### src/snd_defines.svh
// sound board constants: ram size, pitch width and pcm register offsets
`ifndef SND_DEFINES_SVH
`define SND_DEFINES_SVH

`define SND_RAM_AW  11   // 2 KB work ram
`define SND_PITCH_W 12   // pitch counter width

// pcm register offsets, relative to the channel base
`define SND_REG_PITCH_LO  4'd0
`define SND_REG_PITCH_HI  4'd1   // low nibble only
`define SND_REG_START_LO  4'd2
`define SND_REG_START_MID 4'd3
`define SND_REG_START_HI  4'd4   // bit 16 in data bit 0
`define SND_REG_TRIG      4'd5
`define SND_REG_CH_B      4'd6   // channel b bank base
`define SND_REG_VOL       4'd12  // a low nibble, b high nibble

`endif

### src/snd_pkg.sv
// sound board types shared by the bus decoder and the pcm engine
package snd_pkg;

`include "snd_defines.svh"

    typedef logic [15:0]             cpu_addr_t;
    typedef logic [7:0]              cpu_data_t;
    typedef logic [`SND_PITCH_W-1:0] pitch_t;
    typedef logic [3:0]              vol_t;
    typedef logic [18:0]             smp_addr_t;  // bank msbs + channel address
    typedef logic [19:0]             rom_addr_t;  // top bit picks the channel
    typedef logic signed [11:0]      pcm_t;

    typedef enum logic {board_a, board_b} board_e;
    typedef enum logic [1:0] {idle, fetch_a, fetch_b} fetch_state_e;

    // wishbone classic, cpu side
    typedef struct packed {
        logic      cyc;
        logic      stb;
        logic      we;
        cpu_addr_t adr;
        cpu_data_t dat;
    } wb_req_t;

    typedef struct packed {
        cpu_data_t dat;
        logic      ack;
    } wb_rsp_t;

    // sample rom, cs/ok handshake
    typedef struct packed {
        logic      cs;
        rom_addr_t addr;
    } rom_req_t;

    typedef struct packed {
        logic       ok;
        logic [7:0] data;
    } rom_rsp_t;

    typedef struct packed {
        logic       we;
        logic [3:0] off;
        cpu_data_t  dat;
    } pcm_wr_t;

endpackage

### src/pcm_rate.sv
// per channel pitch counters, one step pulse on each overflow
`timescale 1ns/10ps

module pcm_rate (
    input  logic             clk,
    input  logic             rst,
    input  logic             cen,
    input  logic [1:0]       busy,
    input  logic [1:0]       load,
    input  snd_pkg::pitch_t  pitch_a,
    input  snd_pkg::pitch_t  pitch_b,
    output logic [1:0]       step
);
    import snd_pkg::*;

    pitch_t cnt   [2];
    pitch_t pitch [2];

    assign pitch[0] = pitch_a;
    assign pitch[1] = pitch_b;

    // period is 4096 - pitch cen ticks
    always_ff @(posedge clk or posedge rst) begin
        if (rst) begin
            cnt[0] <= '0;
            cnt[1] <= '0;
            step   <= 2'b00;
        end else begin
            for (int i = 0; i < 2; i++) begin
                step[i] <= 1'b0;
                if (load[i]) begin
                    cnt[i] <= pitch[i];  // restart on trigger
                end else if (busy[i] && cen) begin
                    if (&cnt[i]) begin
                        cnt[i]  <= pitch[i];
                        step[i] <= 1'b1;
                    end else begin
                        cnt[i] <= cnt[i] + 1'b1;
                    end
                end
            end
        end
    end

endmodule

### config.mk
export PLATFORM = sky130hd
export DESIGN_NAME = pcm_rate
export DESIGN_NICKNAME = d
export VERILOG_FILES = /design/src/snd_pkg.sv /design/src/pcm_rate.sv
export VERILOG_INCLUDE_DIRS = /design/src /design/src/src
export SDC_FILE = /design/constraint.sdc
export NUM_CORES = 1
export LEC_CHECK = 0
export BUFFER_PORTS_ARGS = -buffer_cell sky130_fd_sc_hd__buf_2
export CORE_MARGIN = 4
export CORE_UTILIZATION = 55
export CTS_CLUSTER_DIAMETER = 150
export DETAILED_ROUTE_END_ITERATION = 12
export GPL_TIMING_DRIVEN = 0
export MAX_ROUTING_LAYER = met4
export PLACE_DENSITY = 0.86
export SLEW_MARGIN = 10
export SYNTH_ARGS = -nofsm -noshare
export SYNTH_HDL_FRONTEND = slang
export SYNTH_SLANG_ARGS = --single-unit
### constraint.sdc
create_clock -name clk -period 2.08 [get_ports clk]
set_input_delay 0.312 -clock clk [delete_from_list [all_inputs] [get_ports clk]]
set_output_delay 0.312 -clock clk [all_outputs]
set_load 0.01 [all_outputs]
==> results.md <==
- Clk root buf: clkbuf_4
- RSZ-0062 raised after global routing: no
- Starting density of the core: a little under three fifths
- Post-route DRC: 0
- Worst Setup Start Kind: flip-flop
- Synthesis Warnings: 0
- Worst Tran Pin Value: 1.00 ns
- Crit-path cells: ha_1 -> and3_1 -> buf_2 -> a41oi_1 -> nor2_1 -> a311oi_1
- Initial drt markers: 154
- Async S/R FF share, synth: 100%
- Count leader, synth: dfrtp_1
- Pwr dens: 600 nW/um^2
- Vias in the first global route: approximately 1600
- Setup Buffers After CTS: 0
- Worst Path Arrival: 2.09 ns
- Fin Clk Skew: 0.00207 ns
- Hold/Removal Path Class: input port to async pin
- Nets@finish: 264
- Clock transition at path regs: between 0.1 and 0.15 ns
- Worst path max stage delay: around 0.46 ns
- Post-route antenna net violation count: 0
- GRT Util Overall: between 20% and 30%
- Antenna violations before repair: 0
- Num ports: 33
- Post-synth EDFFs: 0
- Synthesis-stage register bit count: 26
- Final Hold Fails: 0
- Drt pass-1 iters: 4
- M3 GR Usage: 3.87%
- Seq pwr share: 54.4%
- Post-synth top cells: dfrtp_1, nand2_1, a21oi_1
- Die Ht: 64.3 microns
- Buf/Inv on CP: 1
- Clk_lat worst skew: about 0.32 ns
- CTS Hold Bufs: 0
- RD Place Congestion: 0.960
- Register area share after synthesis: 37.3%
- Syn_nets: 228
- Critical path class: flip-flop to flip-flop
- Top cells by area, synth: dfrtp_1, a21oi_1, nor3_1
- Vias/cell: approximately 6.3
- CP max FO: 5
- Critical path's top delay family: compound AO/OA/AOI/OAI gates
- Gr ovfl total: 0
- Total negative setup slack: 0 ns
- Cell Area, Synth: approximately 1700 sq um
- Core Region: 3050 sq um
- TritonCTS clock tree: yes
- Pin count of the biggest net entering global routing: 27
- Post-Route WL: around 4.2 mm
- Area leader, netlist: dfrtp_1
- GR Layer Usage met2: 33.1%
- Count of pins over their slew limit: 0
- Deepest clock path buffer count: 2
- Die W: ~64 microns
- Crit path max-delay cell type: dfrtp_1
- Overall die area: ~4100 sq um
- Final setup viols: 0
- Diode count: 0
- Outcome: finished clean
- GRT busiest layer: met2
- Combinational cell fraction of total power: between 20% and 30%
- FMAX: about 0.54 GHz
- TritonCTS buffer count: 3
- Switching share of power: around a third
- Post-Layout Cell Count: ~270
- Net switching power figure: a little under 0.4 mW
- Post-cts sizing count: 0
- TritonCTS Sinks: 26
- Distinct cells, synth: 51
- First-pass GRT wire length: about 7.2 mm
- Port Buffers: 31
- Clock share of power: between 20% and 30%
- Worst path required time: about 2.3 ns
- Syn Inst Count: approximately 200
- Met1 GRT Util: between 30% and 40%
- Maximum VDD drop: 0.370 mV
- Slew HR: roughly 33%
- Leakage: between 0.8 and 0.9 nW
- Synth top area share: a little under two fifths
- Top FF cell, synth: dfrtp_1
- Hpwl dp: 3.17 mm
- H-tree levels: 1
- Final Critical Period: approximately 1.9 ns
- Max-Cap Viols: 0
- WL per Instance: about 15 microns
- Tcrit/Tclk final: between 80% and 90%
- Syn Area/Cell: ~9 sq um
- Internal power: ~0.80 mW
- Area added between synthesis and finish: 14.1%
- Layout cells sized above 1: between 20% and 30%
- Placed Cells incl. Taps: 270
- Fin util: about 65%
- Vias: 1713
- Site row count: 20
- CP Capture Type: flip-flop
-- metrics by stage --
step | cell area, sq um | setup WS [ns] | hold slack [ns] | total power, mW
floorplan | 1740 | 0.500 | 0.352 | 0.847
global placement | 1950 | 0.257 | 0.529 | 0.932
detailed placement | 1950 | 0.236 | 0.539 | 0.941
CTS | 1990 | 0.208 | 0.190 | 1.20
global route | 1990 | 0.0725 | 0.184 | 1.28
finish | 1990 | 0.216 | 0.200 | 1.19
-- worst reg2reg max path, delay by kind of cell, from the launching register on --
family / cells / cell delay (ns)
adder cells (fa/ha/maj): 1 / 0.25
AO/OA/AOI/OAI: 2 / 0.66
flip-flops: 1 / 0.46
AND/OR/NAND/NOR: 2 / 0.26
buffers and inverters: 1 / 0.15
-- area by class of cell --
| class | instances | area (sq um) |
|---|---|---|
| inverter | 6 | 22.5 |
| buffer | 7 | 30.0 |
| clock buffer | 4 | 36.3 |
| multi-input combinational | 156 | 1040 |
| timing repair buffer | 31 | 155 |
| fill | 299 | 1060 |
| tap | 44 | 55.1 |
| sequential | 26 | 651 |
-- cells in the final DEF, fill, tap and decap left out, drive strengths merged, types with 7 or more instances in the layout --
cell type,count
buf,35
dfrtp,26
nand2,17
a21oi,16
nor2,13
nor3,12
o21ai,12
nand3,7
and2,7
and3,7
clkbuf,7
-- per-layer routing --
metal,vias to the layer above,wire (microns),part of all wire (%)
met2,67,1940,46
met3,4,253,6.0
met5,-,0,0
met4,0,36,0.85
li1,828,-,-
met1,814,2010,47
-- power groups by stage --
stage               Sequential (mW)  Clock (mW)  Combinational [mW]
finish                        0.650       0.257               0.287
global route                  0.664       0.289               0.325
CTS                           0.646       0.269               0.286
detailed placement            0.655           0               0.285
global placement              0.654           0               0.278
floorplan                     0.636           0               0.211
-- sequential cells by signal, summed over array words and instances (netlist names) --
| register | count |
|---|---|
| step | 2 |
| cnt | 24 |
-- path summary, 6_finish.rpt --
check | depth (start not counted) | startpoint | slack [ns] | to
max reg2reg | 6 | cnt[12] | 0.22 | cnt[23]
max in group asynchronous | 2 | rst | 1.28 | cnt[5]
min reg2reg | 1 | cnt[23] | 0.56 | cnt[23]
min in group clk | 3 | pitch_a[1] | 0.20 | cnt[13]
max | 6 | cnt[12] | 0.22 | cnt[23]
min | 2 | rst | 0.20 | cnt[20]
-- kinds of logic (layout without fill, tap and decap cells) --
logic type	Yosys count	count (layout)	share of synthesized area [%]
AND/OR/NAND/NOR	82	82	26.1
AO/OA/AOI/OAI	64	64	27.8
flip-flops	26	26	37.3
buffers and inverters	13	48	3.01
XOR/XNOR	4	4	2.01
multiplexers	4	4	2.30
adder cells (fa/ha/maj)	2	2	1.44
Power figures use the tool's default switching activity.
