## src/snd_defines.svh

```systemverilog
// sound board constants: ram size, pitch width and pcm register offsets
`ifndef SND_DEFINES_SVH
`define SND_DEFINES_SVH

`define SND_RAM_AW  11   // 2 KB work ram
`define SND_PITCH_W 12   // pitch counter width

// pcm register offsets, relative to the channel base
`define SND_REG_PITCH_LO  4'd0
`define SND_REG_PITCH_HI  4'd1   // low nibble only
`define SND_REG_START_LO  4'd2
`define SND_REG_START_MID 4'd3
`define SND_REG_START_HI  4'd4   // bit 16 in data bit 0
`define SND_REG_TRIG      4'd5
`define SND_REG_CH_B      4'd6   // channel b bank base
`define SND_REG_VOL       4'd12  // a low nibble, b high nibble

`endif

```

## src/snd_pkg.sv

```systemverilog
// sound board types shared by the bus decoder and the pcm engine
package snd_pkg;

`include "snd_defines.svh"

    typedef logic [15:0]             cpu_addr_t;
    typedef logic [7:0]              cpu_data_t;
    typedef logic [`SND_PITCH_W-1:0] pitch_t;
    typedef logic [3:0]              vol_t;
    typedef logic [18:0]             smp_addr_t;  // bank msbs + channel address
    typedef logic [19:0]             rom_addr_t;  // top bit picks the channel
    typedef logic signed [11:0]      pcm_t;

    typedef enum logic {board_a, board_b} board_e;
    typedef enum logic [1:0] {idle, fetch_a, fetch_b} fetch_state_e;

    // wishbone classic, cpu side
    typedef struct packed {
        logic      cyc;
        logic      stb;
        logic      we;
        cpu_addr_t adr;
        cpu_data_t dat;
    } wb_req_t;

    typedef struct packed {
        cpu_data_t dat;
        logic      ack;
    } wb_rsp_t;

    // sample rom, cs/ok handshake
    typedef struct packed {
        logic      cs;
        rom_addr_t addr;
    } rom_req_t;

    typedef struct packed {
        logic       ok;
        logic [7:0] data;
    } rom_rsp_t;

    typedef struct packed {
        logic       we;
        logic [3:0] off;
        cpu_data_t  dat;
    } pcm_wr_t;

endpackage

```

## src/pcm_mix.sv

```systemverilog
// pcm mixer, volume scaling and registered sum of both channels
`timescale 1ns/10ps

module pcm_mix (
    input  logic          clk,
    input  logic          rst,
    input  logic [1:0]    smp_we,
    input  logic [6:0]    smp,
    input  snd_pkg::vol_t vol_a,
    input  snd_pkg::vol_t vol_b,
    output snd_pkg::pcm_t pcm
);
    import snd_pkg::*;

    logic [6:0]        last_a, last_b;  // held sample per channel
    logic [6:0]        cur_a, cur_b;
    logic signed [7:0] off_a, off_b;    // -64..63
    pcm_t              prod_a, prod_b;

    // new sample bypasses the store so pcm lands one cycle after ok
    assign cur_a  = smp_we[0] ? smp : last_a;
    assign cur_b  = smp_we[1] ? smp : last_b;
    assign off_a  = $signed({1'b0, cur_a}) - 8'sd64;
    assign off_b  = $signed({1'b0, cur_b}) - 8'sd64;
    assign prod_a = off_a * $signed({1'b0, vol_a});  // at most +-960
    assign prod_b = off_b * $signed({1'b0, vol_b});

    always_ff @(posedge clk or posedge rst) begin
        if (rst) begin
            last_a <= 7'd0;
            last_b <= 7'd0;
            pcm    <= '0;
        end else if (|smp_we) begin
            last_a <= cur_a;
            last_b <= cur_b;
            pcm    <= prod_a + prod_b;  // fits 12 bits signed
        end
    end

endmodule

```

## config.mk

```make
export PLATFORM = sky130hd
export DESIGN_NAME = pcm_mix
export DESIGN_NICKNAME = d
export VERILOG_FILES = /design/src/snd_pkg.sv /design/src/pcm_mix.sv
export VERILOG_INCLUDE_DIRS = /design/src /design/src/src
export SDC_FILE = /design/constraint.sdc
export NUM_CORES = 1
export LEC_CHECK = 0
export BUFFER_PORTS_ARGS = -buffer_cell sky130_fd_sc_hd__buf_2
export CORE_MARGIN = 3
export CORE_UTILIZATION = 61
export DETAILED_ROUTE_END_ITERATION = 10
export GPL_TIMING_DRIVEN = 0
export HOLD_SLACK_MARGIN = 0.12
export PLACE_DENSITY_LB_ADDON = 0.25
export SLEW_MARGIN = 25
export SYNTH_ARGS = -nofsm -noshare
export SYNTH_HDL_FRONTEND = slang
export SYNTH_SLANG_ARGS = --single-unit
```

## constraint.sdc

```tcl
create_clock -name clk -period 6.49 [get_ports clk]
set_input_delay 1.298 -clock clk [delete_from_list [all_inputs] [get_ports clk]]
set_output_delay 1.298 -clock clk [all_outputs]
set_load 0.005 [all_outputs]
```

==> key figures <==
Drt
  • Violation count after the first detailed-routing iteration: 127
  • Vias post-DR: 2255
  • Detailed Routing Iterations Pass 1: 4
  • Remaining antenna violation count: 0
  • Average routed wire per standard cell: 14.0 um
  • Sum of routed wire length over all layers: 6.08 mm
  • Total DRC errors in the routed layout: 0
  • Vias per cell: 5.17

Floorplan
  • Row count: 26
  • Starting Density: 63.8%
  • Total I/O pin count: 31
  • Die boundary width: 79.3 um
  • Total Die Area: 6290 um^2
  • Vert. Die Dim: 79.3 um
  • Placeable Area: 5140 um^2

Clock network
  • Number of clock sinks: 26
  • Clock network latency to the later pin of the worst-skew pair: 0.27 ns
  • CTS Hold Buffers Added: 0
  • CTS resizes: 0
  • CTS H-tree depth: 1
  • TritonCTS clock tree: built
  • Number of CTS-inserted buffers: 3
  • Setup Fix Bufs, Post-CTS: 0
  • Clock tree root buffer cell: clkbuf_8
  • Clock tree buffer depth: 2
  • Clock slew at the register clock pins of the worst setup and hold paths: 0.10 ns

Timing
  • Final setup viols: 0
  • Final Critical Period: 5.90 ns
  • Worst Max-Slew Pin Slew: 0.553 ns
  • RSZ-0062 raised after global routing: no
  • Post-Route Setup TNS: 0 ns
  • Fraction of the cycle the final worst path needs: 90.8%
  • Final hold vios: 0
  • Worst slew slack as a fraction of its limit: 63.1%
  • Setup Skew: 0.00699 ns
  • Maximum achievable frequency: 170 MHz
  • Final Max Slew Viols: 0

Worst setup path
  • Critical register-to-register path startpoint: last_a[6]
  • Required arrival time at the worst endpoint: 6.65 ns
  • Critical path's top delay family: adder cells
  • Worst Setup Path Type: in2reg
  • CP max FO: 9
  • Largest stage delay, worst path: 0.55 ns
  • Count of buffer and inverter cells on the critical path: 5
  • Logic depth of the worst path, buffers included: 18
  • Cell count of the worst reg-to-reg path: 16
  • Critical path startpoint: smp_we[1]
  • Register-to-register setup slack: 1.47 ns
  • Critical Path Sink Type: flip-flop
  • CP startpoint kind: primary input
  • Cell Chain, Critical Path: buf_2 > mux2i_1 > and2_1 > ha_1 > inv_1 > fa_1 > inv_1 > fa_1 > fa_1 > inv_1 > fa_1 > inv_1 > ha_1 > or3_1 > or2_1 > a31oi_1 > xor2_1 > o21ai_1
  • Capturing instance or port of the critical path: pcm[9]
  • CP arrival: 6.05 ns
  • Library cell contributing the largest single delay on the critical path: fa_1
  • Worst r2r dst: pcm[9]

Cells and area
  • Layout area overhead: 8.63%
  • Total inserted antenna cells: 0
  • Filler cell count: 423
  • Share of cells above drive strength 1: 13.9%
  • Commonest cells after routing, fill and taps aside: inv_1 (80), fa_1 (46), ha_1 (36)
  • Final non-filler cell area: 3560 um^2
  • Most common library cell in the layout ignoring fill and taps: inv_1
  • Total Nets Final: 468

Yosys
  • Count of unique library cells instantiated by Yosys: 36
  • Number of nets in the synthesized netlist: 435
  • Most used DFF post-synth: dfrtp_1
  • Proportion of synthesized chip area in sequential cells: 19.9%
  • Async S/R FF share, synth: 100%
  • Count of flip-flops with a built-in enable after synthesis: 0
  • Syn_area_per_cell: 9.81 um^2
  • Cell area after technology mapping: 3280 um^2
  • Syn. warnings: 0
  • Count of mapped cells out of synthesis: 334
  • Total of flip-flops plus latches after synthesis: 26

Global route
  • Total global routing overflow: 0
  • First-pass GRT wire length: 11.0 mm
  • Number of antenna violations at the first check in global routing: 0
  • Aggregate global-route resource usage: 22.4%
  • Via count of the first global-routing pass: 2390
  • Pin count of the biggest net entering global routing: 27

Power and ir drop
  • LEAKAGE: 1.89 nW
  • Maximum resistive drop on vdd: 0.492 mV
  • Power density over cell area: 459 nW/um^2

Run
  • Max-cap violation count: 0

Place
  • Placed wire-length estimate: 5.28 mm
  • Placed cell areas: 3500 um^2
  • RePlAce Congestion: 0.888
  • Buffers on Ports: 28

Worst hold path
  • Class of the worst hold path: reg2reg

Run status
  • Outcome: finished clean
-- through the flow --
step | setup WS, ns | utilization, % | hold WS [ns] | std cells | total power [mW]
finish | 0.595 | 69.3 | 0.485 | 436 | 1.63
CTS | 0.561 | 69.3 | 0.488 | 436 | 1.66
global placement | 0.319 | 68.2 | 0.461 | 432 | 1.49
floorplan | 0.641 | - | 0.473 | 334 | 1.27
global route | 0.309 | 69.3 | 0.529 | 436 | 1.86
detailed placement | 0.258 | 68.2 | 0.466 | 432 | 1.54
-- where the power goes --
part	total, mW	internal [mW]	switching, mW
Combinational	1.29	0.597	0.691
Sequential	0.236	0.218	0.0181
Clock	0.108	0.0543	0.0541
-- metal layers --
layer / track usage [%] / vias up / part of all wire [%]
li1: - / 1080 / -
met1: 29.4 / 1122 / 43
met2: 40.5 / 45 / 53
met3: 1.93 / 8 / 2.8
met4: 4.64 / 0 / 1.3
met5: 0 / - / 0
-- logic make-up after synthesis --
family,after synthesis,synth area share (%)
AO/OA/AOI/OAI,30,5.42
XOR/XNOR,15,4.24
adder cells (fa/ha/maj),82,41.8
buffers and inverters,85,10.0
flip-flops,26,19.9
multiplexers,17,5.92
AND/OR/NAND/NOR,79,12.7
-- state kept, by name (all words and copies together) (netlist names) --
register  cells
last_b        7
pcm          12
last_a        7
-- worst reg2reg max path: stages, from the launching register on --
cell and delay (ns):
dfrtp_1 0.40, mux2i_4 0.28, nand2_1 0.20, fa_1 0.56
inv_1 0.05, fa_1 0.52, fa_1 0.44, fa_1 0.55
inv_1 0.06, fa_1 0.49, inv_1 0.04, ha_1 0.22
or3_1 0.43, or2_1 0.22, a31oi_1 0.20, xor2_1 0.17
o21ai_1 0.07
-- synth_stat cells (7+ instances only) --
| cell | n | share of area [%] |
|---|---|---|
| dfrtp_1 | 26 | 20 |
| mux2i_1 | 7 | 2.1 |
| nand2_1 | 25 | 2.9 |
| o21ai_0 | 10 | 1.5 |
| fa_1 | 46 | 28 |
| ha_1 | 36 | 14 |
| inv_1 | 81 | 9.3 |
| and2_1 | 11 | 2.1 |
| xnor2_1 | 12 | 3.2 |
| mux2_2 | 9 | 3.1 |
| a21oi_1 | 7 | 1.1 |
| nor2b_1 | 24 | 4.6 |
| nor2_1 | 8 | 0.92 |
-- worst min-delay path by stage --
stage,cells past startpoint,slack [ns],from,endpoint
3_5_place_dp,2,0.47,pcm[10],pcm[10]
5_1_grt,2,0.53,pcm[3],pcm[3]
3_3_place_gp,2,0.46,pcm[7],pcm[7]
6_report,2,0.49,pcm[10],pcm[10]
4_1_cts,2,0.49,pcm[10],pcm[10]
2_1_floorplan,2,0.47,pcm[5],pcm[5]
-- cell type report --
class | count | area [um^2] | share of cell area [%]
inverter | 81 | 304 | 8.54
multi-input combinational | 223 | 2300 | 64.6
sequential | 26 | 651 | 18.3
timing repair buffer | 28 | 140 | 3.94
tap | 70 | 87.6 | 2.46
clock buffer | 4 | 55.1 | 1.55
buffer | 4 | 23.8 | 0.668
Power figures use the tool's default switching activity.
