==> src/snd_defines.svh <==
// sound board constants: ram size, pitch width and pcm register offsets
`ifndef SND_DEFINES_SVH
`define SND_DEFINES_SVH

`define SND_RAM_AW  11   // 2 KB work ram
`define SND_PITCH_W 12   // pitch counter width

// pcm register offsets, relative to the channel base
`define SND_REG_PITCH_LO  4'd0
`define SND_REG_PITCH_HI  4'd1   // low nibble only
`define SND_REG_START_LO  4'd2
`define SND_REG_START_MID 4'd3
`define SND_REG_START_HI  4'd4   // bit 16 in data bit 0
`define SND_REG_TRIG      4'd5
`define SND_REG_CH_B      4'd6   // channel b bank base
`define SND_REG_VOL       4'd12  // a low nibble, b high nibble

`endif

==> src/snd_pkg.sv <==
// sound board types shared by the bus decoder and the pcm engine
package snd_pkg;

`include "snd_defines.svh"

    typedef logic [15:0]             cpu_addr_t;
    typedef logic [7:0]              cpu_data_t;
    typedef logic [`SND_PITCH_W-1:0] pitch_t;
    typedef logic [3:0]              vol_t;
    typedef logic [18:0]             smp_addr_t;  // bank msbs + channel address
    typedef logic [19:0]             rom_addr_t;  // top bit picks the channel
    typedef logic signed [11:0]      pcm_t;

    typedef enum logic {board_a, board_b} board_e;
    typedef enum logic [1:0] {idle, fetch_a, fetch_b} fetch_state_e;

    // wishbone classic, cpu side
    typedef struct packed {
        logic      cyc;
        logic      stb;
        logic      we;
        cpu_addr_t adr;
        cpu_data_t dat;
    } wb_req_t;

    typedef struct packed {
        cpu_data_t dat;
        logic      ack;
    } wb_rsp_t;

    // sample rom, cs/ok handshake
    typedef struct packed {
        logic      cs;
        rom_addr_t addr;
    } rom_req_t;

    typedef struct packed {
        logic       ok;
        logic [7:0] data;
    } rom_rsp_t;

    typedef struct packed {
        logic       we;
        logic [3:0] off;
        cpu_data_t  dat;
    } pcm_wr_t;

endpackage

==> src/snd_map.sv <==
// sound cpu address decoder, bank register and wishbone slave port
`timescale 1ns/10ps
`include "snd_defines.svh"

module snd_map (
    input  logic                   clk,
    input  logic                   rst,
    input  snd_pkg::board_e        board,
    input  snd_pkg::wb_req_t       wb_req,
    output snd_pkg::wb_rsp_t       wb_rsp,
    input  snd_pkg::cpu_data_t     snd_latch,
    input  snd_pkg::cpu_data_t     ram_rdata,
    output logic                   ram_we,
    output logic [`SND_RAM_AW-1:0] ram_addr,
    output snd_pkg::cpu_data_t     ram_wdata,
    input  logic [1:0]             pcm_status,
    output snd_pkg::pcm_wr_t       pcm_wr,
    output logic [1:0]             msb_a,
    output logic [1:0]             msb_b
);
    import snd_pkg::*;

    logic       ack;
    logic       acc_go;    // request seen, ack rises on this edge
    logic       wr_go;
    logic       upper;     // adr >= 0x8000
    logic       sel_ram, sel_latch, sel_pcm, sel_bank;
    logic [3:0] bank;      // {b msbs, a msbs}
    cpu_data_t  rd_mux;

    assign acc_go = wb_req.cyc & wb_req.stb & ~ack;
    assign wr_go  = acc_go & wb_req.we;
    assign upper  = wb_req.adr[15];

    // one-hot region decode, fm falls through to the 0xff default
    always_comb begin
        sel_ram   = 1'b0;
        sel_latch = 1'b0;
        sel_pcm   = 1'b0;
        sel_bank  = 1'b0;
        if (board == board_a) begin
            sel_ram   = upper && wb_req.adr[14:13] == 2'd0;  // 8000
            sel_latch = upper && wb_req.adr[14:13] == 2'd2;  // c000
            sel_pcm   = upper && wb_req.adr[14:13] == 2'd3;  // e000
        end else begin
            sel_ram   = upper && wb_req.adr[14:12] == 3'd0;  // 8000
            sel_latch = upper && wb_req.adr[14:12] == 3'd2;  // a000
            sel_pcm   = upper && wb_req.adr[14:12] == 3'd3;  // b000
            sel_bank  = upper && wb_req.adr[14:12] == 3'd7;  // f000, write only
        end
    end

    always_comb begin
        case (1'b1)
            sel_ram:   rd_mux = ram_rdata;
            sel_latch: rd_mux = snd_latch;
            sel_pcm:   rd_mux = {6'd0, pcm_status};  // busy flags
            default:   rd_mux = 8'hff;               // fm, bank, unmapped
        endcase
    end

    always_ff @(posedge clk or posedge rst) begin
        if (rst) begin
            ack  <= 1'b0;
            bank <= 4'd0;
        end else begin
            ack <= acc_go;  // single cycle, drops once seen high
            if (wr_go && sel_bank) bank <= wb_req.dat[3:0];
        end
    end

    assign wb_rsp.ack = ack;
    assign wb_rsp.dat = rd_mux;

    // ram mirrors across its region
    assign ram_we    = wr_go & sel_ram;
    assign ram_addr  = wb_req.adr[`SND_RAM_AW-1:0];
    assign ram_wdata = wb_req.dat;

    assign pcm_wr.we  = wr_go & sel_pcm;
    assign pcm_wr.off = wb_req.adr[3:0];
    assign pcm_wr.dat = wb_req.dat;

    // map a has no bank latch, msbs stay low
    assign msb_a = (board == board_b) ? bank[1:0] : 2'd0;
    assign msb_b = (board == board_b) ? bank[3:2] : 2'd0;

endmodule

==> config.mk <==
export PLATFORM = sky130hd
export DESIGN_NAME = snd_map
export DESIGN_NICKNAME = d
export VERILOG_FILES = /design/src/snd_pkg.sv /design/src/snd_map.sv
export VERILOG_INCLUDE_DIRS = /design/src /design/src/src
export SDC_FILE = /design/constraint.sdc
export NUM_CORES = 1
export LEC_CHECK = 0
export ABC_AREA = 1
export BUFFER_PORTS_ARGS = -buffer_cell sky130_fd_sc_hd__buf_2
export CORE_AREA = 2 2 51 53
export CTS_CLUSTER_DIAMETER = 120
export DETAILED_ROUTE_END_ITERATION = 7
export DIE_AREA = 0 0 53 55
export PLACE_DENSITY = 0.81
export SYNTH_ARGS = -nofsm -noshare
export SYNTH_HDL_FRONTEND = slang
export SYNTH_SLANG_ARGS = --single-unit
==> constraint.sdc <==
create_clock -name clk -period 2.2 [get_ports clk]
set_input_delay 0.11 -clock clk [delete_from_list [all_inputs] [get_ports clk]]
set_output_delay 0.11 -clock clk [all_outputs]
set_load 0.02 [all_outputs]
==> results_dict.tcl <==
set metrics [dict create \
    final.setup.worst_slack_ns 0.5311 \
    critPathSlowestCell "dfrtp_1" \
    num_vias 739 \
    r2r_end "bank[3]$_DFFE_PP0P_" \
    ir_drop_uv 181.7 \
    post_cts_buffers 0 \
    gr-total-overflow 0 \
    grt_usage_pct 10.93 \
    cts.sinks 5 \
    diodes 0 \
    syn_to_final_growth_pct 11.95 \
    syn_area_um2 774.5 \
    relSlewSlack_pct 70.83 \
    max_stage_delay_ns 0.37 \
    initialDrtViolationCount 5 \
    tns_ns 0 \
    syn_inst 119 \
    worstPathCellList "inv_1, nand3_2, nor2_1, inv_1, nor4_2, buf_2" \
    tightestPinTransition_ns 0.4359 \
    period_share_pct 75.86 \
    htree_levels 1 \
    finalSetupViolCount 0 \
    synth_top_cell_by_area "buf_4" \
    pin_count 94 \
    avgSynthCellArea_um2 6.508 \
    hold_violations 0 \
    ys_warn_count 0 \
    ys_types 17 \
    synth-seq-cells 5 \
    cts-root-buf "clkbuf_4" \
    ff2ff_setup_slack_ns 0.98 \
    rows 18 \
    rsz0062_at_grt "false" \
    cp.required_ns 2.09 \
    max_freq_ghz 0.5992 \
    wl_um 1633 \
    power_density_nw_per_um2 407.6 \
    seq_area_frac_synth_pct 16.16 \
    hold_end "bank[1]$_DFFE_PP0P_" \
    worstPathArrival_ns 1.56 \
    clock_latency_ns 0.24 \
    cts_tree "yes" \
    status "completed" \
    leakagePower_nw 0.5640 \
    synth.top_cell.area_share_pct 31.02 \
    die_h_um 55 \
    path_class "flop to output port" \
    grt_pass1_wl_um 2325 \
    numPortBuffers 54 \
    cts_resized 0 \
    cts_hold_buffers 1 \
    reg2reg_from "ack$_DFF_PP0_" \
    nets 194 \
    drive_above_1_share_pct 50.34 \
    hold_depth 3 \
    skew_ns 0.003563 \
    slew_violations 0 \
    clkTransAtPathRegs_ns 0.04 \
    hp-class "primary input to flop" \
    drc_errors 0 \
    grt_pass1_vias 590 \
    crit_fanout 6 \
    end_kind "output port" \
    yosys-top-cells-area "buf_4 (31%), dfrtp_1 (16%), nand2_1 (11%), inv_1 (7.8%), nand3_1 (5.8%)" \
    grt_max_degree 11 \
    coreArea_um2 2365 \
    crit_family "simple AND/OR/NAND/NOR gates" \
    viasPerCell 4.223 \
    path_buf_inv 3 \
    wl_per_cell_um 9.331 \
    crit_top_cell "inv_1" \
    min_period_ns 1.669 \
    grt_antenna_before_repair 0 \
    dieArea_um2 2915 \
    place_ws_ns 0.7511 \
    first_pass_iters 4 \
    start_util_pct 32.75 \
    syn_nets 167 \
    reg2reg_depth 6 \
    drt.antenna.violating_nets 0 \
    gp_congestion 0.7127 \
    cts_made_buffers 3 \
    dp.final_hpwl_um 1354 \
    worstHoldStart "wb_req[1]" \
    maxCapViolCount 0 \
    crit_path_start_kind "flop" \
    clockBufferDepth 2 \
    die_w_um 53 \
]
==> per-stage QoR <==
| stage | hold WS [ns] | instance area, um^2 | cells | utilization [%] | total power (W) |
|---|---|---|---|---|---|
| 2_1_floorplan | -0.1115 | 774.5 | 119 | - | 0.0002632 |
| 3_3_place_gp | 0.003874 | 830.8 | 170 | 35.13 | 0.0002481 |
| 3_5_place_dp | 0.006637 | 830.8 | 170 | 35.13 | 0.0002499 |
| 4_1_cts | 0.1220 | 867.1 | 175 | 36.67 | 0.0003592 |
| 5_1_grt | 0.1431 | 867.1 | 175 | 36.67 | 0.0003824 |
| 6_report | 0.1279 | 867.1 | 175 | 36.67 | 0.0003535 |
==> placed cells by master (no fill, tap or decap) <==
cell type      instances
dfrtp_1                5
clkbuf_4               3
nand3_2                2
inv_2                  3
clkbuf_1               1
buf_2                 54
nand2_2                5
a21oi_1                6
nand4_1                2
nor2_2                 1
nand3_1                9
nand2_4                2
nor2_8                 1
dlygate4sd3_1          1
inv_1                 16
nand2_1               23
nor2_1                 9
inv_4                  1
nor4_2                 1
==> where the power goes <==
group	switching, W	internal, W	leakage [nW]
combinational	0.0000898	0.0000564	0.481
clock	0.0000367	0.0000685	0.0150
sequential	0.00000346	0.0000985	0.0679
total	0.000130	0.000223	0.564
==> worst min-delay path, stage by stage <==
cell and delay (ns):
buf_2 0.10, nand3_1 0.07, nand2_1 0.06
==> worst max-delay path by stage <==
stage	to	from	depth (start not counted)	slack (ns)
3_5_place_dp	pcm_wr[12]	ack$_DFF_PP0_	6	0.75
4_1_cts	pcm_wr[12]	ack$_DFF_PP0_	6	0.49
3_3_place_gp	pcm_wr[12]	ack$_DFF_PP0_	6	0.81
5_1_grt	pcm_wr[12]	ack$_DFF_PP0_	6	0.36
2_1_floorplan	pcm_wr[12]	ack$_DFF_PP0_	5	0.87
6_report	pcm_wr[12]	ack$_DFF_PP0_	6	0.53
==> cell type report <==
type | count | area [um^2]
sequential | 5 | 125.1
fill | 265 | 1498
inverter | 20 | 77.57
clock buffer | 4 | 26.28
timing repair buffer | 55 | 280.3
multi-input combinational | 61 | 320.3
tap | 30 | 37.54
==> sequential cells by signal, indices dropped and copies added, names as in the netlist <==
| name | cells |
|---|---|
| ack | 1 |
| bank | 4 |
==> cell families after synthesis <==
logic type	count (synthesis)	share of synthesized area [%]
flops	5	16.16
buf+inv	53	42.49
simple gates	55	37.48
compound gates	6	3.877
==> Yosys cell counts <==
| library cell | instances |
|---|---|
| nand3_1 | 9 |
| buf_4 | 32 |
| a21oi_1 | 6 |
| nand2_2 | 5 |
| dfrtp_1 | 5 |
| nand2_1 | 23 |
| nor4_2 | 1 |
| inv_4 | 1 |
| inv_2 | 3 |
| nor2_8 | 1 |
| buf_6 | 1 |
| nor2_1 | 9 |
| inv_1 | 16 |
| nand2_4 | 2 |
| nand4_1 | 2 |
| nor2_2 | 1 |
| nand3_2 | 2 |
==> routing by layer <==
layer  vias up  track usage (%)  routed length, um  part of all wire (%)
met5         -                0                  0                     0
met4         0            9.402                 22                   1.3
met3         6            2.957                145                   8.9
met2        36            17.29                837                    51
met1       317            12.21                627                    38
li1        380                -                  -                     -
(Power assumes the default switching activity.)
