==> src/snd_defines.svh <==
// sound board constants: ram size, pitch width and pcm register offsets
`ifndef SND_DEFINES_SVH
`define SND_DEFINES_SVH

`define SND_RAM_AW  11   // 2 KB work ram
`define SND_PITCH_W 12   // pitch counter width

// pcm register offsets, relative to the channel base
`define SND_REG_PITCH_LO  4'd0
`define SND_REG_PITCH_HI  4'd1   // low nibble only
`define SND_REG_START_LO  4'd2
`define SND_REG_START_MID 4'd3
`define SND_REG_START_HI  4'd4   // bit 16 in data bit 0
`define SND_REG_TRIG      4'd5
`define SND_REG_CH_B      4'd6   // channel b bank base
`define SND_REG_VOL       4'd12  // a low nibble, b high nibble

`endif

==> src/snd_pkg.sv <==
// sound board types shared by the bus decoder and the pcm engine
package snd_pkg;

`include "snd_defines.svh"

    typedef logic [15:0]             cpu_addr_t;
    typedef logic [7:0]              cpu_data_t;
    typedef logic [`SND_PITCH_W-1:0] pitch_t;
    typedef logic [3:0]              vol_t;
    typedef logic [18:0]             smp_addr_t;  // bank msbs + channel address
    typedef logic [19:0]             rom_addr_t;  // top bit picks the channel
    typedef logic signed [11:0]      pcm_t;

    typedef enum logic {board_a, board_b} board_e;
    typedef enum logic [1:0] {idle, fetch_a, fetch_b} fetch_state_e;

    // wishbone classic, cpu side
    typedef struct packed {
        logic      cyc;
        logic      stb;
        logic      we;
        cpu_addr_t adr;
        cpu_data_t dat;
    } wb_req_t;

    typedef struct packed {
        cpu_data_t dat;
        logic      ack;
    } wb_rsp_t;

    // sample rom, cs/ok handshake
    typedef struct packed {
        logic      cs;
        rom_addr_t addr;
    } rom_req_t;

    typedef struct packed {
        logic       ok;
        logic [7:0] data;
    } rom_rsp_t;

    typedef struct packed {
        logic       we;
        logic [3:0] off;
        cpu_data_t  dat;
    } pcm_wr_t;

endpackage

==> src/pcm_fetch.sv <==
// pcm channel registers and sample rom fetch sequencer
`timescale 1ns/10ps
`include "snd_defines.svh"

module pcm_fetch (
    input  logic              clk,
    input  logic              rst,
    input  snd_pkg::pcm_wr_t  pcm_wr,
    input  logic [1:0]        msb_a,
    input  logic [1:0]        msb_b,
    input  logic [1:0]        step,
    output logic [1:0]        load,
    output snd_pkg::pitch_t   pitch_a,
    output snd_pkg::pitch_t   pitch_b,
    output snd_pkg::vol_t     vol_a,
    output snd_pkg::vol_t     vol_b,
    output logic [1:0]        busy,
    output snd_pkg::rom_req_t rom_req,
    input  snd_pkg::rom_rsp_t rom_rsp,
    output logic [1:0]        smp_we,
    output logic [6:0]        smp
);
    import snd_pkg::*;

    fetch_state_e state;
    pitch_t       pitch_r [2];
    logic [16:0]  start_r [2];
    logic [16:0]  play    [2];    // running sample address
    smp_addr_t    ch_addr [2];
    logic [1:0]   pend;           // step waiting for a fetch
    logic         wr_ch;          // 1 = channel b register
    logic [3:0]   wr_reg;
    logic [1:0]   trig;
    logic         cur;            // channel being fetched
    logic [1:0]   fin;            // fetch done, per channel
    logic         end_mark;

    always_comb begin
        wr_ch  = pcm_wr.off >= `SND_REG_CH_B;
        wr_reg = wr_ch ? pcm_wr.off - `SND_REG_CH_B : pcm_wr.off;
        trig   = 2'b00;
        if (pcm_wr.we && pcm_wr.off < `SND_REG_VOL && wr_reg == `SND_REG_TRIG)
            trig[wr_ch] = 1'b1;
    end

    assign load       = trig;        // counter restarts with busy
    assign ch_addr[0] = {msb_a, play[0]};
    assign ch_addr[1] = {msb_b, play[1]};
    assign cur        = state == fetch_b;
    assign fin        = (state != idle && rom_rsp.ok) ? (2'b01 << cur) : 2'b00;
    assign end_mark   = rom_rsp.data[7];
    assign smp_we     = fin;
    assign smp        = end_mark ? 7'd0 : rom_rsp.data[6:0];  // marker plays zero
    assign pitch_a    = pitch_r[0];
    assign pitch_b    = pitch_r[1];

    // cpu side registers
    always_ff @(posedge clk or posedge rst) begin
        if (rst) begin
            pitch_r[0] <= '0;
            pitch_r[1] <= '0;
            start_r[0] <= '0;
            start_r[1] <= '0;
            vol_a      <= '0;
            vol_b      <= '0;
        end else if (pcm_wr.we) begin
            if (pcm_wr.off == `SND_REG_VOL) begin
                vol_a <= pcm_wr.dat[3:0];
                vol_b <= pcm_wr.dat[7:4];
            end else if (pcm_wr.off < `SND_REG_VOL) begin
                case (wr_reg)
                    `SND_REG_PITCH_LO:  pitch_r[wr_ch][7:0]  <= pcm_wr.dat;
                    `SND_REG_PITCH_HI:  pitch_r[wr_ch][11:8] <= pcm_wr.dat[3:0];
                    `SND_REG_START_LO:  start_r[wr_ch][7:0]  <= pcm_wr.dat;
                    `SND_REG_START_MID: start_r[wr_ch][15:8] <= pcm_wr.dat;
                    `SND_REG_START_HI:  start_r[wr_ch][16]   <= pcm_wr.dat[0];
                    default: ;  // trigger decoded above
                endcase
            end
        end
    end

    // channel state and rom sequencer, a has priority
    always_ff @(posedge clk or posedge rst) begin
        if (rst) begin
            state        <= idle;
            rom_req.cs   <= 1'b0;
            rom_req.addr <= '0;
            busy         <= 2'b00;
            pend         <= 2'b00;
            play[0]      <= '0;
            play[1]      <= '0;
        end else begin
            for (int i = 0; i < 2; i++) begin
                if (trig[i]) begin
                    play[i] <= start_r[i];
                    busy[i] <= 1'b1;
                    pend[i] <= 1'b0;
                end else if (fin[i]) begin
                    play[i] <= play[i] + 1'b1;
                    pend[i] <= step[i] & ~end_mark;  // fresh step queues next byte
                    if (end_mark) busy[i] <= 1'b0;
                end else if (step[i] && busy[i]) begin
                    pend[i] <= 1'b1;                 // merges with an open request
                end
            end
            case (state)
                idle: begin
                    if (pend[0] && !trig[0]) begin
                        state        <= fetch_a;
                        rom_req.cs   <= 1'b1;
                        rom_req.addr <= {1'b0, ch_addr[0]};
                    end else if (pend[1] && !trig[1]) begin
                        state        <= fetch_b;
                        rom_req.cs   <= 1'b1;
                        rom_req.addr <= {1'b1, ch_addr[1]};
                    end
                end
                default: begin
                    if (rom_rsp.ok) begin  // cs and addr held until here
                        state      <= idle;
                        rom_req.cs <= 1'b0;
                    end
                end
            endcase
        end
    end

endmodule

==> config.mk <==
export PLATFORM = sky130hd
export DESIGN_NAME = pcm_fetch
export DESIGN_NICKNAME = d
export VERILOG_FILES = /design/src/snd_pkg.sv /design/src/pcm_fetch.sv
export VERILOG_INCLUDE_DIRS = /design/src /design/src/src
export SDC_FILE = /design/constraint.sdc
export NUM_CORES = 1
export LEC_CHECK = 0
export ABC_CLOCK_PERIOD_IN_PS = 3750
export BUFFER_PORTS_ARGS = -buffer_cell sky130_fd_sc_hd__clkbuf_2
export CORE_MARGIN = 3
export CORE_UTILIZATION = 45
export DETAILED_ROUTE_END_ITERATION = 6
export PLACE_DENSITY = 0.67
export SLEW_MARGIN = 5
export SYNTH_ARGS = -nofsm -noshare
export SYNTH_HDL_FRONTEND = slang
export SYNTH_SLANG_ARGS = --single-unit
==> constraint.sdc <==
create_clock -name clk -period 3.75 [get_ports clk]
set_input_delay 0.375 -clock clk [delete_from_list [all_inputs] [get_ports clk]]
set_output_delay 0.375 -clock clk [all_outputs]
set_load 0.005 [all_outputs]
==> qor.txt <==
Outcome: finished clean
Worst R2R Start: ch_addr[19]
Inst Count DP: 737
Vias in the first global route: 4224
Die Width: 120 um
First-pass GRT wire length: 22500 um
Antenna Violating Nets Remaining: 0
Critical Path Start: pcm_wr[10]
Area contributors post-synth: dfrtp_1 (54%), mux2_2 (16%), mux2_1 (4.4%), xnor2_1 (2.7%), nand2_1 (2.6%)
Core Region: 12700 um2
WHS: 0.0946 ns
CTS Buf Count: 17
Distinct cells, synth: 46
DR iter-0 viols: 198
Synthesis Warnings: 0
Clock skew: 0.00692 ns
CTS Sinks: 127
CTS tree: done
Die area: 14400 um2
Startpoint Class: input pin
Synthesis-to-layout area growth: 22.5%
WP data arrival: 1.99 ns
Fin Setup TNS: 0 ns
Post-synth EDFFs: 0
Critical Path Fanout Max: 38
Slew Limit Fails: 0
Post-synth top flop: dfrtp_1
Min cycle time layout: 2.37 ns
Avg WL per Cell: 17.1 um
Critical path cell sequence: clkbuf_2 -> ha_1 -> nand2b_1 -> o2bb2ai_1 -> nand4_1 -> buf_4 -> inv_1 -> clkbuf_2
Initial antenna violation count: 0
GRT overflow: 0
Final worst-path cycle share: 63.2%
Remaining routing DRC violations: 0
Worst-case clock buffer depth: 2
Endpoints failing setup: 0
Buffers and inverters on the worst path: 4
Vias: 4023
Clk Latency, worst-skew pair: 0.43 ns
Yosys reg bits: 127
# H-tree levels: 4
Worst setup path class: in -> out
Root Buffer: clkbuf_16
Seq/Total Area, Yosys: 54.3%
Vias per cell: 5.23
Synthesized area per cell: 12.1 um2
RSZ-0062 raised after global routing: no
Post-layout net count: 617
Port bufs: 95
Resize count post-CTS: 0
Critical Path RT: 3.38 ns
Core Rows: 41
GPL Wtd Cong: 0.838
Wirelength, routed: 13100 um
Asr flop ratio synth: 100%
Post-Syn Instances: 484
Largest net degree at the start of global routing: 90
IO Count: 96
Initial Utilization: 46.2%
Max frequency: 422 MHz
Post-CTS Setup Inserts: 0
Critical path endpoint category: output pin
Total GRT Usage: 20.3%
Biggest area consumer among synthesized cells: dfrtp_1
Synth top area share: 54.3%
Syn_nets: 517
Max-cap violations: 0
Slowest CP cell: buf_4
# fillers: 1088
Final Instance Count excl. Fillers: 769
Cell mode on critical path: clkbuf_2
Delay-heaviest family, CP: buffers and inverters
Final hold violation count: 0
Final HPWL DP: 9130 um
Mapped cell area: 5850 um2
# diodes: 0
Worst-path clk slew: 0.05 ns
Worst-Margin Slew: 1.02 ns
Largest stage delay on the critical path: 0.36 ns
Worst hold path type: in -> async
Drt first pass iters: 5
Slew HR: 31.6%
Cts hold-fix bufs: 0
Power Density: 752 nW/um2
Lkg Pwr: 3.26 nW
Max rail drop VDD: 0.000336 V
Die Y: 120 um
Share of cells above drive strength 1: 38.5%
-- per-layer routing --
metal	GRT usage, %	wire, um
met1	27.9	6160
met2	30.5	6080
met3	6.13	717
met4	7.02	174
met5	0	0
-- cell families after synthesis --
family                     count (synthesis)  synth area share (%)
DFF                                      127                  54.3
and+or+nand+nor                          134                  11.7
muxes                                    108                  20.7
xor gates and xnor gates                  32                  4.79
AOI/OAI and AO/OA                         50                  5.11
adders and majority gates                  3                 0.641
buffers and inverters                     30                  2.69
-- cell usage after synthesis, types with 4 or more instances --
library cell and n:
nand3_1 13, a21oi_1 17, xor2_1 14, clkbuf_1 4
xnor2_1 18, buf_2 6, nor2b_1 9, nand4_1 7
inv_1 11, mux2_2 83, dfrtp_1 127, o21ai_0 17
nor2_1 34, nand2b_1 4, buf_6 4, nand2_1 40
mux2_1 23, and3_1 4, o21ai_1 4
-- area by class of cell --
type	instances	area (um2)	area share, %
Clock buffer	23	508	7.09
Clock inverter	9	176	2.46
Inverter	11	45.0	0.628
Multi-Input combinational cell	327	2520	35.2
Sequential cell	127	3180	44.3
Tap cell	172	215	3.00
Timing Repair Buffer	100	526	7.33
-- flip-flops by register name (all words and copies together) (netlist names) --
name and flops:
vol_b 4, state 2, pitch_b 12, vol_a 4, pitch_a 12, busy 2, ch_addr 34, rom_req 21
pend 2, start_r 34
-- layout by cell type (no fill, tap or decap), drive strengths merged, types with 7 or more instances in the layout --
cell type  Yosys  routed
a21oi         18      18
clkbuf         4     118
dfrtp        127     127
inv           11      10
mux2         106     106
nand2         40      40
nand3         14      14
nand4          7       7
nor2          34      34
nor2b          9       9
o21ai         23      23
xnor2         18      18
xor2          14      14
-- report_power, final --
group	internal, W	switching (W)	total [W]	leakage [nW]
clock network	0.00128	0.000595	0.00188	0.335
registers	0.00183	0.000372	0.00220	1.56
logic	0.000735	0.000579	0.00131	1.36
-- final timing paths --
check	to	slack, ns	cells past startpoint
min in group clk	pend[0]	0.22	3
hold reg to reg	ch_addr[26]	0.48	2
setup / recovery	load[1]	1.38	8
hold / removal	pitch_a[8]	0.09	2
max in group asynchronous	ch_addr[2]	2.74	3
setup reg to reg	ch_addr[35]	1.58	6
-- through the flow --
| stage | total power (W) | area [um2] | worst slack [ns] | util, % |
|---|---|---|---|---|
| detailed placement | 0.00355 | 6480 | 1.22 | 51.2 |
| global route | 0.00572 | 7170 | 1.18 | 56.6 |
| floorplan | 0.00306 | 5860 | 1.79 | - |
| global placement | 0.00348 | 6480 | 1.31 | 51.2 |
| finish | 0.00539 | 7170 | 1.38 | 56.6 |
| CTS | 0.00544 | 7170 | 1.39 | 56.6 |
No activity file was read; power rests on OpenSTA's default activity.
